### src/issue_pkg.sv
// shared definitions for the issue and read-operands stage
//   data/pc width, register address and scoreboard tag types
//   functional unit and operator encodings
`default_nettype none

package issue_pkg;

    // ------------------------------------------------------------------
    // widths
    // ------------------------------------------------------------------
    localparam int unsigned XLEN          = 32;
    localparam int unsigned REG_ADDR_BITS = 5;
    localparam int unsigned NR_REGS       = 32;
    localparam int unsigned TRANS_ID_BITS = 3;

    typedef logic [XLEN-1:0]          xlen_t;
    typedef logic [REG_ADDR_BITS-1:0] reg_addr_t;
    typedef logic [TRANS_ID_BITS-1:0] trans_id_t;

    // ------------------------------------------------------------------
    // functional units and operators
    // ------------------------------------------------------------------
    // NONE also marks an unclobbered register in the scoreboard list
    typedef enum logic [2:0] {
        NONE, LOAD, STORE, ALU, CTRL_FLOW, MULT, CSR
    } fu_t;

    // ADD comes first, it is the reset value of the operator register
    typedef enum logic [3:0] {
        ADD, SUB, XORL, ORL, ANDL, SLL, SRL, SLTS,
        MUL, MULH, DIV, REM,
        LW, SW,
        SFENCE_VMA
    } fu_op_t;

endpackage

`default_nettype wire

### src/int_regfile.sv
// integer register file
//   two combinational read ports, NR_WRITE_PORTS write ports
//   register 0 reads zero, highest-indexed port wins on a collision
`default_nettype none

module int_regfile #(
    parameter int unsigned NR_WRITE_PORTS = 2
) (
    input  wire logic                                         clk_i,
    input  wire logic                                         rst_ni,
    input  wire issue_pkg::reg_addr_t                         raddr_a_i,
    input  wire issue_pkg::reg_addr_t                         raddr_b_i,
    output issue_pkg::xlen_t                                  rdata_a_o,
    output issue_pkg::xlen_t                                  rdata_b_o,
    input  wire issue_pkg::reg_addr_t [NR_WRITE_PORTS-1:0]    waddr_i,
    input  wire issue_pkg::xlen_t     [NR_WRITE_PORTS-1:0]    wdata_i,
    input  wire logic                 [NR_WRITE_PORTS-1:0]    we_i
);

    issue_pkg::xlen_t mem_q [issue_pkg::NR_REGS];

    // write side
    // later ports come later in the loop, so their assignment sticks
    always_ff @(posedge clk_i or negedge rst_ni) begin
        if (!rst_ni) begin
            for (int unsigned r = 0; r < issue_pkg::NR_REGS; r++) begin
                mem_q[r] <= '0;
            end
        end else begin
            for (int unsigned p = 0; p < NR_WRITE_PORTS; p++) begin
                // x0 is never written and stays at its reset value
                if (we_i[p] && (waddr_i[p] != '0)) begin
                    mem_q[waddr_i[p]] <= wdata_i[p];
                end
            end
        end
    end

    // a same-cycle write is not visible on the read side yet
    assign rdata_a_o = mem_q[raddr_a_i];
    assign rdata_b_o = mem_q[raddr_b_i];

endmodule

`default_nettype wire

### src/operand_hazard.sv
// read-after-write check on both source registers
//   forward from the scoreboard when possible, otherwise stall
`default_nettype none

module operand_hazard (
    input  wire issue_pkg::reg_addr_t                     rs1_i,
    input  wire issue_pkg::reg_addr_t                     rs2_i,
    input  wire issue_pkg::fu_op_t                        op_i,
    input  wire logic                                     use_zimm_i,
    input  wire issue_pkg::fu_t [issue_pkg::NR_REGS-1:0]  rd_clobber_i,
    input  wire logic                                     rs1_valid_i,
    input  wire logic                                     rs2_valid_i,
    output logic                                          forward_rs1_o,
    output logic                                          forward_rs2_o,
    output logic                                          stall_o
);

    logic is_sfence;
    logic rs1_clobbered;
    logic rs2_clobbered;

    assign is_sfence = (op_i == issue_pkg::SFENCE_VMA);

    // rs1 carries a zimm, not a register, so nothing to wait for
    assign rs1_clobbered = !use_zimm_i && (rd_clobber_i[rs1_i] != issue_pkg::NONE);
    assign rs2_clobbered = (rd_clobber_i[rs2_i] != issue_pkg::NONE);

    always_comb begin
        forward_rs1_o = 1'b0;
        forward_rs2_o = 1'b0;
        stall_o       = 1'b0;
        // CSR results only reach the operands via the register file,
        // sfence.vma is the exception
        if (rs1_clobbered) begin
            if (rs1_valid_i && ((rd_clobber_i[rs1_i] != issue_pkg::CSR) || is_sfence)) begin
                forward_rs1_o = 1'b1;
            end else begin
                stall_o = 1'b1;
            end
        end
        if (rs2_clobbered) begin
            if (rs2_valid_i && ((rd_clobber_i[rs2_i] != issue_pkg::CSR) || is_sfence)) begin
                forward_rs2_o = 1'b1;
            end else begin
                stall_o = 1'b1;
            end
        end
    end

endmodule

`default_nettype wire

### src/issue_control.sv
// issue decision
//   unit busy selection, write-after-write check, acknowledge
`default_nettype none

module issue_control #(
    parameter int unsigned NR_COMMIT_PORTS = 2
) (
    input  wire logic                                         valid_i,
    input  wire issue_pkg::fu_t                               fu_i,
    input  wire logic                                         ex_valid_i,
    input  wire issue_pkg::reg_addr_t                         rd_i,
    input  wire logic                                         stall_i,
    input  wire logic                                         flu_ready_i,
    input  wire logic                                         lsu_ready_i,
    input  wire issue_pkg::fu_t [issue_pkg::NR_REGS-1:0]      rd_clobber_i,
    input  wire issue_pkg::reg_addr_t [NR_COMMIT_PORTS-1:0]   waddr_i,
    input  wire logic [NR_COMMIT_PORTS-1:0]                   we_i,
    input  wire logic                                         mult_pending_i,
    output logic                                              issue_ack_o
);

    logic fu_busy;
    logic rd_free;

    // busy depends on which unit the instruction needs
    always_comb begin
        case (fu_i)
            issue_pkg::ALU, issue_pkg::CTRL_FLOW,
            issue_pkg::CSR, issue_pkg::MULT: fu_busy = !flu_ready_i;
            issue_pkg::LOAD, issue_pkg::STORE: fu_busy = !lsu_ready_i;
            default: fu_busy = 1'b0;
        endcase
    end

    // ------------------------------------------------------------------
    // write-after-write
    // ------------------------------------------------------------------
    // rd is free when nobody claims it, or a commit port retires it now
    always_comb begin
        rd_free = (rd_clobber_i[rd_i] == issue_pkg::NONE);
        for (int unsigned p = 0; p < NR_COMMIT_PORTS; p++) begin
            if (we_i[p] && (waddr_i[p] == rd_i)) begin
                rd_free = 1'b1;
            end
        end
    end

    always_comb begin
        issue_ack_o = 1'b0;
        if (valid_i) begin
            issue_ack_o = !stall_i && !fu_busy && rd_free;
            // exceptions and unit-less instructions need nothing and are taken
            if (ex_valid_i || (fu_i == issue_pkg::NONE)) begin
                issue_ack_o = 1'b1;
            end
        end
        // the fixed-latency result bus lets only a mult follow a mult
        if (mult_pending_i && (fu_i != issue_pkg::MULT)) begin
            issue_ack_o = 1'b0;
        end
    end

endmodule

`default_nettype wire

### src/operand_select.sv
// operand multiplexer
//   register file or forwarded value, then pc/zimm/imm overrides
`default_nettype none

module operand_select (
    input  wire issue_pkg::xlen_t     rf_a_i,
    input  wire issue_pkg::xlen_t     rf_b_i,
    input  wire issue_pkg::xlen_t     fwd_a_i,
    input  wire issue_pkg::xlen_t     fwd_b_i,
    input  wire logic                 forward_rs1_i,
    input  wire logic                 forward_rs2_i,
    input  wire issue_pkg::xlen_t     pc_i,
    input  wire issue_pkg::reg_addr_t rs1_i,
    input  wire issue_pkg::xlen_t     imm_i,
    input  wire issue_pkg::fu_t       fu_i,
    input  wire logic                 use_pc_i,
    input  wire logic                 use_zimm_i,
    input  wire logic                 use_imm_i,
    output issue_pkg::xlen_t          operand_a_o,
    output issue_pkg::xlen_t          operand_b_o
);

    always_comb begin
        operand_a_o = forward_rs1_i ? fwd_a_i : rf_a_i;
        operand_b_o = forward_rs2_i ? fwd_b_i : rf_b_i;
        // zimm is checked last so it beats the pc
        if (use_pc_i) begin
            operand_a_o = pc_i;
        end
        if (use_zimm_i) begin
            operand_a_o = {{(issue_pkg::XLEN-issue_pkg::REG_ADDR_BITS){1'b0}}, rs1_i};
        end
        // stores and branches keep rs2, their imm travels on imm_o
        if (use_imm_i && (fu_i != issue_pkg::STORE) && (fu_i != issue_pkg::CTRL_FLOW)) begin
            operand_b_o = imm_i;
        end
    end

endmodule

`default_nettype wire

### src/issue_regs.sv
// issue-to-execute pipeline registers
//   data registers load every cycle
//   one-cycle valid strobe for the selected unit, cleared by flush
`default_nettype none

module issue_regs (
    input  wire logic                 clk_i,
    input  wire logic                 rst_ni,
    input  wire logic                 flush_i,
    input  wire logic                 accept_i,
    input  wire logic                 ex_valid_i,
    input  wire issue_pkg::fu_t       fu_i,
    input  wire issue_pkg::fu_op_t    op_i,
    input  wire issue_pkg::trans_id_t trans_id_i,
    input  wire issue_pkg::xlen_t     operand_a_i,
    input  wire issue_pkg::xlen_t     operand_b_i,
    input  wire issue_pkg::xlen_t     imm_i,
    input  wire issue_pkg::xlen_t     pc_i,
    output issue_pkg::xlen_t          operand_a_o,
    output issue_pkg::xlen_t          operand_b_o,
    output issue_pkg::xlen_t          imm_o,
    output issue_pkg::fu_t            fu_o,
    output issue_pkg::fu_op_t         operator_o,
    output issue_pkg::trans_id_t      trans_id_o,
    output issue_pkg::xlen_t          pc_o,
    output logic                      alu_valid_o,
    output logic                      branch_valid_o,
    output logic                      lsu_valid_o,
    output logic                      mult_valid_o,
    output logic                      csr_valid_o,
    output logic                      mult_pending_o
);

    logic mult_valid_q;

    // ------------------------------------------------------------------
    // unit strobes
    // ------------------------------------------------------------------
    always_ff @(posedge clk_i or negedge rst_ni) begin
        if (!rst_ni) begin
            alu_valid_o    <= 1'b0;
            branch_valid_o <= 1'b0;
            lsu_valid_o    <= 1'b0;
            mult_valid_q   <= 1'b0;
            csr_valid_o    <= 1'b0;
        end else begin
            alu_valid_o    <= 1'b0;
            branch_valid_o <= 1'b0;
            lsu_valid_o    <= 1'b0;
            mult_valid_q   <= 1'b0;
            csr_valid_o    <= 1'b0;
            // excepted instructions pass through without starting a unit
            if (accept_i && !ex_valid_i && !flush_i) begin
                case (fu_i)
                    issue_pkg::ALU:                    alu_valid_o    <= 1'b1;
                    issue_pkg::CTRL_FLOW:              branch_valid_o <= 1'b1;
                    issue_pkg::LOAD, issue_pkg::STORE: lsu_valid_o    <= 1'b1;
                    issue_pkg::MULT:                   mult_valid_q   <= 1'b1;
                    issue_pkg::CSR:                    csr_valid_o    <= 1'b1;
                    default: ;
                endcase
            end
        end
    end

    // the mult strobe also feeds back into the issue decision
    assign mult_valid_o   = mult_valid_q;
    assign mult_pending_o = mult_valid_q;

    // ------------------------------------------------------------------
    // data registers
    // ------------------------------------------------------------------
    always_ff @(posedge clk_i or negedge rst_ni) begin
        if (!rst_ni) begin
            operand_a_o <= '0;
            operand_b_o <= '0;
            imm_o       <= '0;
            fu_o        <= issue_pkg::NONE;
            operator_o  <= issue_pkg::ADD;
            trans_id_o  <= '0;
            pc_o        <= '0;
        end else begin
            operand_a_o <= operand_a_i;
            operand_b_o <= operand_b_i;
            imm_o       <= imm_i;
            fu_o        <= fu_i;
            operator_o  <= op_i;
            trans_id_o  <= trans_id_i;
            pc_o        <= pc_i;
        end
    end

endmodule

`default_nettype wire

### src/issue_read_operands.sv
// issue and read-operands stage, top level
//   register file, hazard check, issue control, operand mux, stage regs
`default_nettype none

module issue_read_operands #(
    parameter int unsigned NR_COMMIT_PORTS = 2
) (
    input  wire logic                                         clk_i,
    input  wire logic                                         rst_ni,
    input  wire logic                                         flush_i,
    // decoded instruction
    input  wire logic                                         issue_valid_i,
    input  wire issue_pkg::fu_t                               issue_fu_i,
    input  wire issue_pkg::fu_op_t                            issue_op_i,
    input  wire issue_pkg::reg_addr_t                         issue_rs1_i,
    input  wire issue_pkg::reg_addr_t                         issue_rs2_i,
    input  wire issue_pkg::reg_addr_t                         issue_rd_i,
    input  wire issue_pkg::xlen_t                             issue_imm_i,
    input  wire issue_pkg::xlen_t                             issue_pc_i,
    input  wire issue_pkg::trans_id_t                         issue_trans_id_i,
    input  wire logic                                         issue_use_imm_i,
    input  wire logic                                         issue_use_pc_i,
    input  wire logic                                         issue_use_zimm_i,
    input  wire logic                                         issue_ex_valid_i,
    output logic                                              issue_ack_o,
    // scoreboard lookup
    input  wire issue_pkg::fu_t [issue_pkg::NR_REGS-1:0]      rd_clobber_i,
    output issue_pkg::reg_addr_t                              rs1_o,
    output issue_pkg::reg_addr_t                              rs2_o,
    input  wire issue_pkg::xlen_t                             rs1_i,
    input  wire logic                                         rs1_valid_i,
    input  wire issue_pkg::xlen_t                             rs2_i,
    input  wire logic                                         rs2_valid_i,
    // commit ports
    input  wire issue_pkg::reg_addr_t [NR_COMMIT_PORTS-1:0]   waddr_i,
    input  wire issue_pkg::xlen_t     [NR_COMMIT_PORTS-1:0]   wdata_i,
    input  wire logic                 [NR_COMMIT_PORTS-1:0]   we_i,
    // toward execute
    input  wire logic                                         flu_ready_i,
    input  wire logic                                         lsu_ready_i,
    output issue_pkg::xlen_t                                  operand_a_o,
    output issue_pkg::xlen_t                                  operand_b_o,
    output issue_pkg::xlen_t                                  imm_o,
    output issue_pkg::fu_t                                    fu_o,
    output issue_pkg::fu_op_t                                 operator_o,
    output issue_pkg::trans_id_t                              trans_id_o,
    output issue_pkg::xlen_t                                  pc_o,
    output logic                                              alu_valid_o,
    output logic                                              branch_valid_o,
    output logic                                              lsu_valid_o,
    output logic                                              mult_valid_o,
    output logic                                              csr_valid_o
);

    issue_pkg::xlen_t rf_a;
    issue_pkg::xlen_t rf_b;
    issue_pkg::xlen_t operand_a_n;
    issue_pkg::xlen_t operand_b_n;
    logic             forward_rs1;
    logic             forward_rs2;
    logic             stall;
    logic             mult_pending;

    // scoreboard is polled with the raw source fields
    assign rs1_o = issue_rs1_i;
    assign rs2_o = issue_rs2_i;

    int_regfile #(.NR_WRITE_PORTS(NR_COMMIT_PORTS)) i_int_regfile (
        .clk_i, .rst_ni,
        .raddr_a_i (issue_rs1_i), .raddr_b_i (issue_rs2_i),
        .rdata_a_o (rf_a),        .rdata_b_o (rf_b),
        .waddr_i, .wdata_i, .we_i
    );

    operand_hazard i_operand_hazard (
        .rs1_i (issue_rs1_i), .rs2_i (issue_rs2_i), .op_i (issue_op_i),
        .use_zimm_i (issue_use_zimm_i), .rd_clobber_i,
        .rs1_valid_i, .rs2_valid_i,
        .forward_rs1_o (forward_rs1), .forward_rs2_o (forward_rs2), .stall_o (stall)
    );

    issue_control #(.NR_COMMIT_PORTS(NR_COMMIT_PORTS)) i_issue_control (
        .valid_i (issue_valid_i), .fu_i (issue_fu_i), .ex_valid_i (issue_ex_valid_i),
        .rd_i (issue_rd_i), .stall_i (stall), .flu_ready_i, .lsu_ready_i,
        .rd_clobber_i, .waddr_i, .we_i,
        .mult_pending_i (mult_pending), .issue_ack_o
    );

    operand_select i_operand_select (
        .rf_a_i (rf_a), .rf_b_i (rf_b), .fwd_a_i (rs1_i), .fwd_b_i (rs2_i),
        .forward_rs1_i (forward_rs1), .forward_rs2_i (forward_rs2),
        .pc_i (issue_pc_i), .rs1_i (issue_rs1_i), .imm_i (issue_imm_i), .fu_i (issue_fu_i),
        .use_pc_i (issue_use_pc_i), .use_zimm_i (issue_use_zimm_i),
        .use_imm_i (issue_use_imm_i),
        .operand_a_o (operand_a_n), .operand_b_o (operand_b_n)
    );

    issue_regs i_issue_regs (
        .clk_i, .rst_ni, .flush_i,
        .accept_i (issue_valid_i && issue_ack_o),
        .ex_valid_i (issue_ex_valid_i), .fu_i (issue_fu_i), .op_i (issue_op_i),
        .trans_id_i (issue_trans_id_i),
        .operand_a_i (operand_a_n), .operand_b_i (operand_b_n),
        .imm_i (issue_imm_i), .pc_i (issue_pc_i),
        .operand_a_o, .operand_b_o, .imm_o, .fu_o, .operator_o, .trans_id_o, .pc_o,
        .alu_valid_o, .branch_valid_o, .lsu_valid_o, .mult_valid_o, .csr_valid_o,
        .mult_pending_o (mult_pending)
    );

endmodule

`default_nettype wire

### config.mk
export PLATFORM = sky130hd
export DESIGN_NAME = issue_read_operands
export DESIGN_NICKNAME = d
export VERILOG_FILES = /design/src/issue_pkg.sv /design/src/int_regfile.sv /design/src/operand_hazard.sv /design/src/issue_control.sv /design/src/operand_select.sv /design/src/issue_regs.sv /design/src/issue_read_operands.sv
export SDC_FILE = /design/constraint.sdc
export NUM_CORES = 2
export LEC_CHECK = 0
export BUFFER_PORTS_ARGS = -buffer_cell sky130_fd_sc_hd__buf_2
export CORE_ASPECT_RATIO = 1.5
export CORE_MARGIN = 2
export CORE_UTILIZATION = 53
export DETAILED_ROUTE_END_ITERATION = 10
export PLACE_DENSITY = 0.71
export SLEW_MARGIN = 5
export SYNTH_ARGS = -nofsm -noshare
export SYNTH_HDL_FRONTEND = slang
export SYNTH_SLANG_ARGS = --single-unit
### constraint.sdc
create_clock -name clk_i -period 8.68 [get_ports clk_i]
set_input_delay 1.736 -clock clk_i [delete_from_list [all_inputs] [get_ports clk_i]]
set_output_delay 1.736 -clock clk_i [all_outputs]
set_load 0.005 [all_outputs]
# --- Word-level counts from Yosys, hierarchy flattened ---
# Cells that the tools add are included.
totals:
  ff_bits: 1167
  input_bits: 337
  out_inout_bits: 154
  wordCells: 155
classes:
  magnitude_cmp: 9
  n_eq_ne: 14
  n_mux: 49
  bitwise_logic: 4
  reduce_logical: 35
op_table:
  columns: ["op", "n"]
  rows:
  - ["1024-bit bitwise mux", 2]
  - ["1024-bit 2-to-1 mux", 2]
  - ["32-bit 2-to-1 mux", 11]
  - ["32-bit binary-select mux with 5-bit select", 2]
  - ["32-bit demux with 5-bit select", 2]
  - ["3-bit binary-select mux with 5-bit select", 3]
  - ["6-bit greater-or-equal comparator (second input constant)", 4]
  - ["5-bit NOT with 6-bit output", 4]
  - ["1-bit 2-to-1 mux", 23]
  - ["5-bit by 6-bit < comparator with 1-bit output (second input constant)", 3]
  - ["1-bit logical AND", 17]
  - ["6-bit by 1-bit < comparator with 1-bit output (second input constant)", 2]
  - ["3-bit inequality test (second input constant)", 4]
  - ["5-bit equality test", 2]
  - ["5-bit nonzero test", 2]
  - ["3-bit equality test (second input constant)", 3]
  - ["3-bit 2-to-1 mux", 3]
  - ["1-bit zero test", 7]
  - ["3-bit by 2-bit equality test with 1-bit output (second input constant)", 2]
  - ["3-bit zero test", 2]
  - ["3-bit nonzero test", 2]
  - ["4-bit equality test (second input constant)", 1]
  - ["4-bit OR reduction", 1]
  - ["3-bit by 1-bit equality test with 1-bit output (second input constant)", 1]
  - ["other kinds (4)", 6]

# --- Longest topological paths before layout ---
depth:
  ltp_word: 19
  mapped_depth: 13

# --- Hierarchy ---
# Synthesis repeated with hierarchy kept, for this count alone.
unflattened:
  hier_cells: 7526
  hier_area_um2: 72590.9
by_module_without_submodules:
  columns: ["mod", "instances", "cells_each", "area_per_inst_um2"]
  rows:
  - ["int_regfile", 1, 6946, 64655.8]
  - ["issue_regs", 1, 153, 3659.8]
  - ["operand_select", 1, 186, 1829.3]
  - ["operand_hazard", 1, 126, 1662.8]
  - ["issue_control", 1, 104, 701.9]
  - ["issue_read_operands", 1, 11, 81.3]

# --- Worst setup path before layout ---
# OpenSTA, ideal clock, no wires.
synth_timing:
  path_type: "input -> output"
  from: "input port issue_rs1_i[1]"
  to: "output port issue_ack_o"
  arrival_time_ns: 4.081
  required_ns: 6.944
  setup_slack_ns: 2.863
  stages: 9
  cell_sequence: "buf_4 > mux4_2 > mux4_2 > nand2_1 > nand3_1 > or4_1 > a32oi_1 > a21oi_2 > a21oi_1"
synth_between:
  elab_chain_cells: 15
  word_cells_on_any_way: 17
  cone_classes: "eq/ne: 1; mux: 9; reduce/logical: 7"
synth_rtl:
  columns: ["item", "line_no", "text"]
  rows:
  - ["from (decl)", "issue_read_operands.sv:15", "input wire issue_pkg::reg_addr_t issue_rs1_i,"]
  - ["3-bit binary-select mux with 5-bit select *", "operand_hazard.sv:25, operand_hazard.sv:35", null]
  - ["3-bit 2-to-1 mux (implied by the code) *", "operand_hazard.sv:25, operand_hazard.sv:35", null]
  - ["3-bit inequality test", "operand_hazard.sv:35", "if (rs1_valid_i && ((rd_clobber_i[rs1_i] != issue_pkg::CSR) || is_sfence)) begin"]
  - ["1-bit logical OR", "operand_hazard.sv:35", null]
  - ["1-bit logical AND", "operand_hazard.sv:35", null]
  - ["1-bit 2-to-1 mux", "operand_hazard.sv:35", null]
  - ["1-bit 2-to-1 mux *", "operand_hazard.sv:34", "if (rs1_clobbered) begin"]
  - ["1-bit 2-to-1 mux", "operand_hazard.sv:42", "if (rs2_valid_i && ((rd_clobber_i[rs2_i] != issue_pkg::CSR) || is_sfence)) begin"]
  - ["1-bit 2-to-1 mux *", "operand_hazard.sv:41", "if (rs2_clobbered) begin"]
  - ["1-bit zero test *", "issue_control.sv:51", "issue_ack_o = !stall_i && !fu_busy && rd_free;"]
  - ["1-bit logical AND * (2 in series)", "issue_control.sv:51", null]
  - ["1-bit 2-to-1 mux *", "issue_control.sv:53", "if (ex_valid_i || (fu_i == issue_pkg::NONE)) begin"]
  - ["1-bit 2-to-1 mux *", "issue_control.sv:50", "if (valid_i) begin"]
  - ["1-bit 2-to-1 mux *", "issue_control.sv:58", "if (mult_pending_i && (fu_i != issue_pkg::MULT)) begin"]
  - ["to (decl)", "issue_read_operands.sv:25", "output logic issue_ack_o,"]
# Every way passes the cells marked *; elsewhere a longest branch is shown, timed or not. The select of a mux whose other input is x is not followed.

# --- Worst setup path in the final report ---
# Same ends and word-level chain as after synthesis.

==> flow_metrics.env <==
export IMPL_synth_top_area_share_pct=41.73
export IMPL_synth_edff_count=0
export IMPL_grt_ovfl_total=0
export IMPL_power_density_nw_per_um2=229.2
export IMPL_post_place_ws_ns=1.660
export IMPL_rows=163
export IMPL_violations="slew limit"
export IMPL_setup_ws_ns=1.571
export IMPL_synth_area_leaders="dfrtp_1 (42%), mux4_2 (21%), mux2i_1 (16%)"
export IMPL_cp_data_required_time_ns=6.94
export IMPL_max_stage_delay_ns=0.76
export IMPL_r2r_cells=4
export IMPL_final_hold_violation_count=0
export IMPL_synth_simple_area_share_pct=7.711
export IMPL_grt_pass1_vias=55420
export IMPL_grt_max_degree=173
export IMPL_gp_congestion=0.9615
export IMPL_antenna_found_initial=23
export IMPL_syn_inst=6242
export IMPL_setup_violations=0
export IMPL_cellInternalPower_mw=12.27
export IMPL_vias_per_cell=6.958
export IMPL_setup_tns_ns=0
export IMPL_synth_largest_area_cell="dfrtp_1"
export IMPL_critPathSlowestCell="buf_4"
export IMPL_worstSetupStartpointType="input pin"
export IMPL_postCtsSetupBuffers=0
export IMPL_fin_nets=6527
export IMPL_yosys_cell_count_top_type="dfrtp_1"
export IMPL_cts_sinks=1167
export IMPL_post_route_period_util_pct=81.90
export IMPL_rsz0062_at_grt="false"
export IMPL_dr_total_vias=55880
export IMPL_routedWlPerCell_um=33.66
export IMPL_synth_compound_area_share_pct=8.739
export IMPL_crit_arrival_ns=5.37
export IMPL_die_h_um=449.0
export IMPL_yosysUniqueCellTypes=54
export IMPL_cts_path_max_buffers=3
export IMPL_crit_family="buffers and inverters"
export IMPL_h_tree_depth=3
export IMPL_numPortBuffers=490
export IMPL_grt_pass1_wl_mm=389.2
export IMPL_ir_worst_vdd_mv=0.1852
export IMPL_drtAntennaViolNets=0
export IMPL_grt_util_all_layers_pct=39.92
export IMPL_sequentialPowerShare_pct=43.9
export IMPL_die_w_um=300.7
export IMPL_coreArea_um2=131300
export IMPL_maxSlewViolCount=6
export IMPL_min_path_cells=0
export IMPL_nFillCells=10770
export IMPL_route_detailed_drc=0
export IMPL_synthTopCellsByCount="dfrtp_1 (1167), mux2i_1 (1117), nor2_1 (766), a21oi_1 (745), mux4_2 (650)"
export IMPL_area_growth_pct=10.12
export IMPL_routed_wl_mm=270.3
export IMPL_dpl_hpwl_mm=152.3
export IMPL_status="finished, violations left"
export IMPL_crit_chain="buf_8, buf_4, mux2i_1, a22o_1, nor3_1, a211o_1, or4_1, a32oi_1, a21oi_2, a21oi_1, buf_2"
export IMPL_crit_start="issue_rs1_i[1]"
export IMPL_synth_adder_area_share_pct=0
export IMPL_min_from="i_int_regfile.mem_q[1008]"
export IMPL_cts_resized=0
export IMPL_switchingPower_mw=5.397
export IMPL_crit_fanout=79
export IMPL_synth_xor_area_share_pct=0.1627
export IMPL_cts_hold_buf=0
export IMPL_synthArstFlopShare_pct=100.0
export IMPL_path_clk_slew_ns=0.06
export IMPL_fin_skew_ns=0.03056
export IMPL_io_pins=491
export IMPL_p_leak_nw=33.18
export IMPL_ys_seq_area_share_pct=41.73
export IMPL_synth_avg_cell_area_um2=11.21
export IMPL_synth_top_family_by_area="multiplexers"
export IMPL_syn_num_nets=6579
export IMPL_relSlewSlack_pct=-0.1917
export IMPL_dr_pass1_iters=6
export IMPL_yosys_warnings=0
export IMPL_pwr_share_comb_pct=25.9
export IMPL_worstSetupPathType="input pin to output port"
export IMPL_drt_iter0_drc=7520
export IMPL_critPathBufInv=3
export IMPL_p_clk_share_pct=30.2
export IMPL_power_mw=17.67
export IMPL_min_period_ns=7.109
export IMPL_drive_gt1_share_pct=24.32
export IMPL_cts_tree="done"
export IMPL_cts_buffers=115
export IMPL_die_area_um2=135000
export IMPL_crit_cells=11
export IMPL_hp_class="flip-flop to flip-flop"
export IMPL_ys_ff_latch=1167
export IMPL_syn_area_um2=69980
export IMPL_fmax_ghz=0.1407
export IMPL_switching_share_pct=30.55
export IMPL_synth_mux_area_share_pct=37.52
export IMPL_initial_core_util_pct=53.28
export IMPL_worst_pin_slew_ns=1.503
export IMPL_root_buffer="clkbuf_16"
export IMPL_cap_viol_max_count=0
export IMPL_ys_flop_type="dfrtp_1"
export IMPL_clk_latency_ns=0.78
export IMPL_regToRegStartpoint="i_int_regfile.mem_q[11]"
export IMPL_critPathCaptureType="output port"
## registers in the layout (all words and copies together) (netlist names), 3 cells and up
name / cells
i_int_regfile.mem_q: 1024
i_issue_regs.imm_o: 32
i_issue_regs.operand_a_o: 32
i_issue_regs.operand_b_o: 32
i_issue_regs.pc_o: 32
i_issue_regs.operator_o: 4
i_issue_regs.fu_o: 3
i_issue_regs.trans_id_o: 3
## placed cells by master, fill, tap and decap left out, drive strengths merged, types with 5 or more instances in the layout
master / n
clkinv: 21
o311ai: 27
o21ai: 330
nand3: 46
nor4: 21
xor2: 9
nor3: 19
nor2b: 20
a22o: 5
a2111oi: 5
and3: 5
and2: 5
clkinvlp: 7
nand4b: 8
inv: 9
a22oi: 34
mux4: 650
bufinv: 9
nand2b: 7
clkbuf: 170
diode: 16
dfrtp: 1167
mux2: 39
nand4: 6
nand2: 414
a21oi: 746
buf: 577
nor2: 766
mux2i: 1117
## area by class of cell
class	instances	area (um^2)	share of cell area (%)
inverter	6	22.52	0.02922
timing repair buffer	578	3293	4.273
tap	1732	2167	2.812
multi-input combinational	4322	38410	49.84
sequential	1167	29200	37.89
clock buffer	169	3413	4.429
antenna	16	40.04	0.05195
clock inverter	40	520.5	0.6754
## logic make-up (layout without fill, tap and decap cells)
kind of cell / count (synthesis) / after routing
and+or+nand+nor: 1338 / 1338
other: 0 / 16
xor gates and xnor gates: 13 / 13
buffers and inverters: 753 / 793
muxes: 1806 / 1806
DFF: 1167 / 1167
AOI/OAI and AO/OA: 1165 / 1165
## metrics by stage
step	hold slack [ns]	util, %	cell area, um^2	cells
final	0.3974	58.68	77070	8030
after global placement	0.3766	55.65	73090	7805
after detailed placement	0.3820	55.65	73090	7805
after global routing	0.4076	58.66	77040	8019
after CTS	0.3968	58.65	77030	8014
after floorplan	0.4413	-	69980	6242
## power groups by stage
stage / Clock [mW] / Sequential [mW] / Combinational, mW
floorplan: 0 / 7.48 / 3.33
global placement: 0 / 7.69 / 4.37
detailed placement: 0 / 7.81 / 4.51
CTS: 5.35 / 7.73 / 4.52
global route: 5.56 / 7.91 / 4.89
finish: 5.34 / 7.76 / 4.57
## layer usage
layer,global-route usage [%],vias up,wire (um)
met5,0,-,107
met4,28.44,16,24000
met3,12.10,1209,35720
met2,58.75,4213,118400
met1,50.19,27680,92050
li1,-,22750,-
## final timing paths
path / endpoint / slack, ns
worst max register to register: i_issue_regs.operand_a_o[11] / 6.16
worst min register to register: i_int_regfile.mem_q[1008] / 0.40
max in group asynchronous: i_issue_regs.trans_id_o[1] / 5.69
min in group asynchronous: i_int_regfile.mem_q[167] / 0.97
worst min-delay path: i_int_regfile.mem_q[1008] / 0.40
worst max-delay path: issue_ack_o / 1.57
## worst register-to-register path: stages, from the launching register on
cell      delay, ns
dfrtp_1        0.39
mux4_2         0.50
mux4_2         0.51
mux2i_1        0.76
o311ai_0       0.20
(Power assumes the default switching activity.)
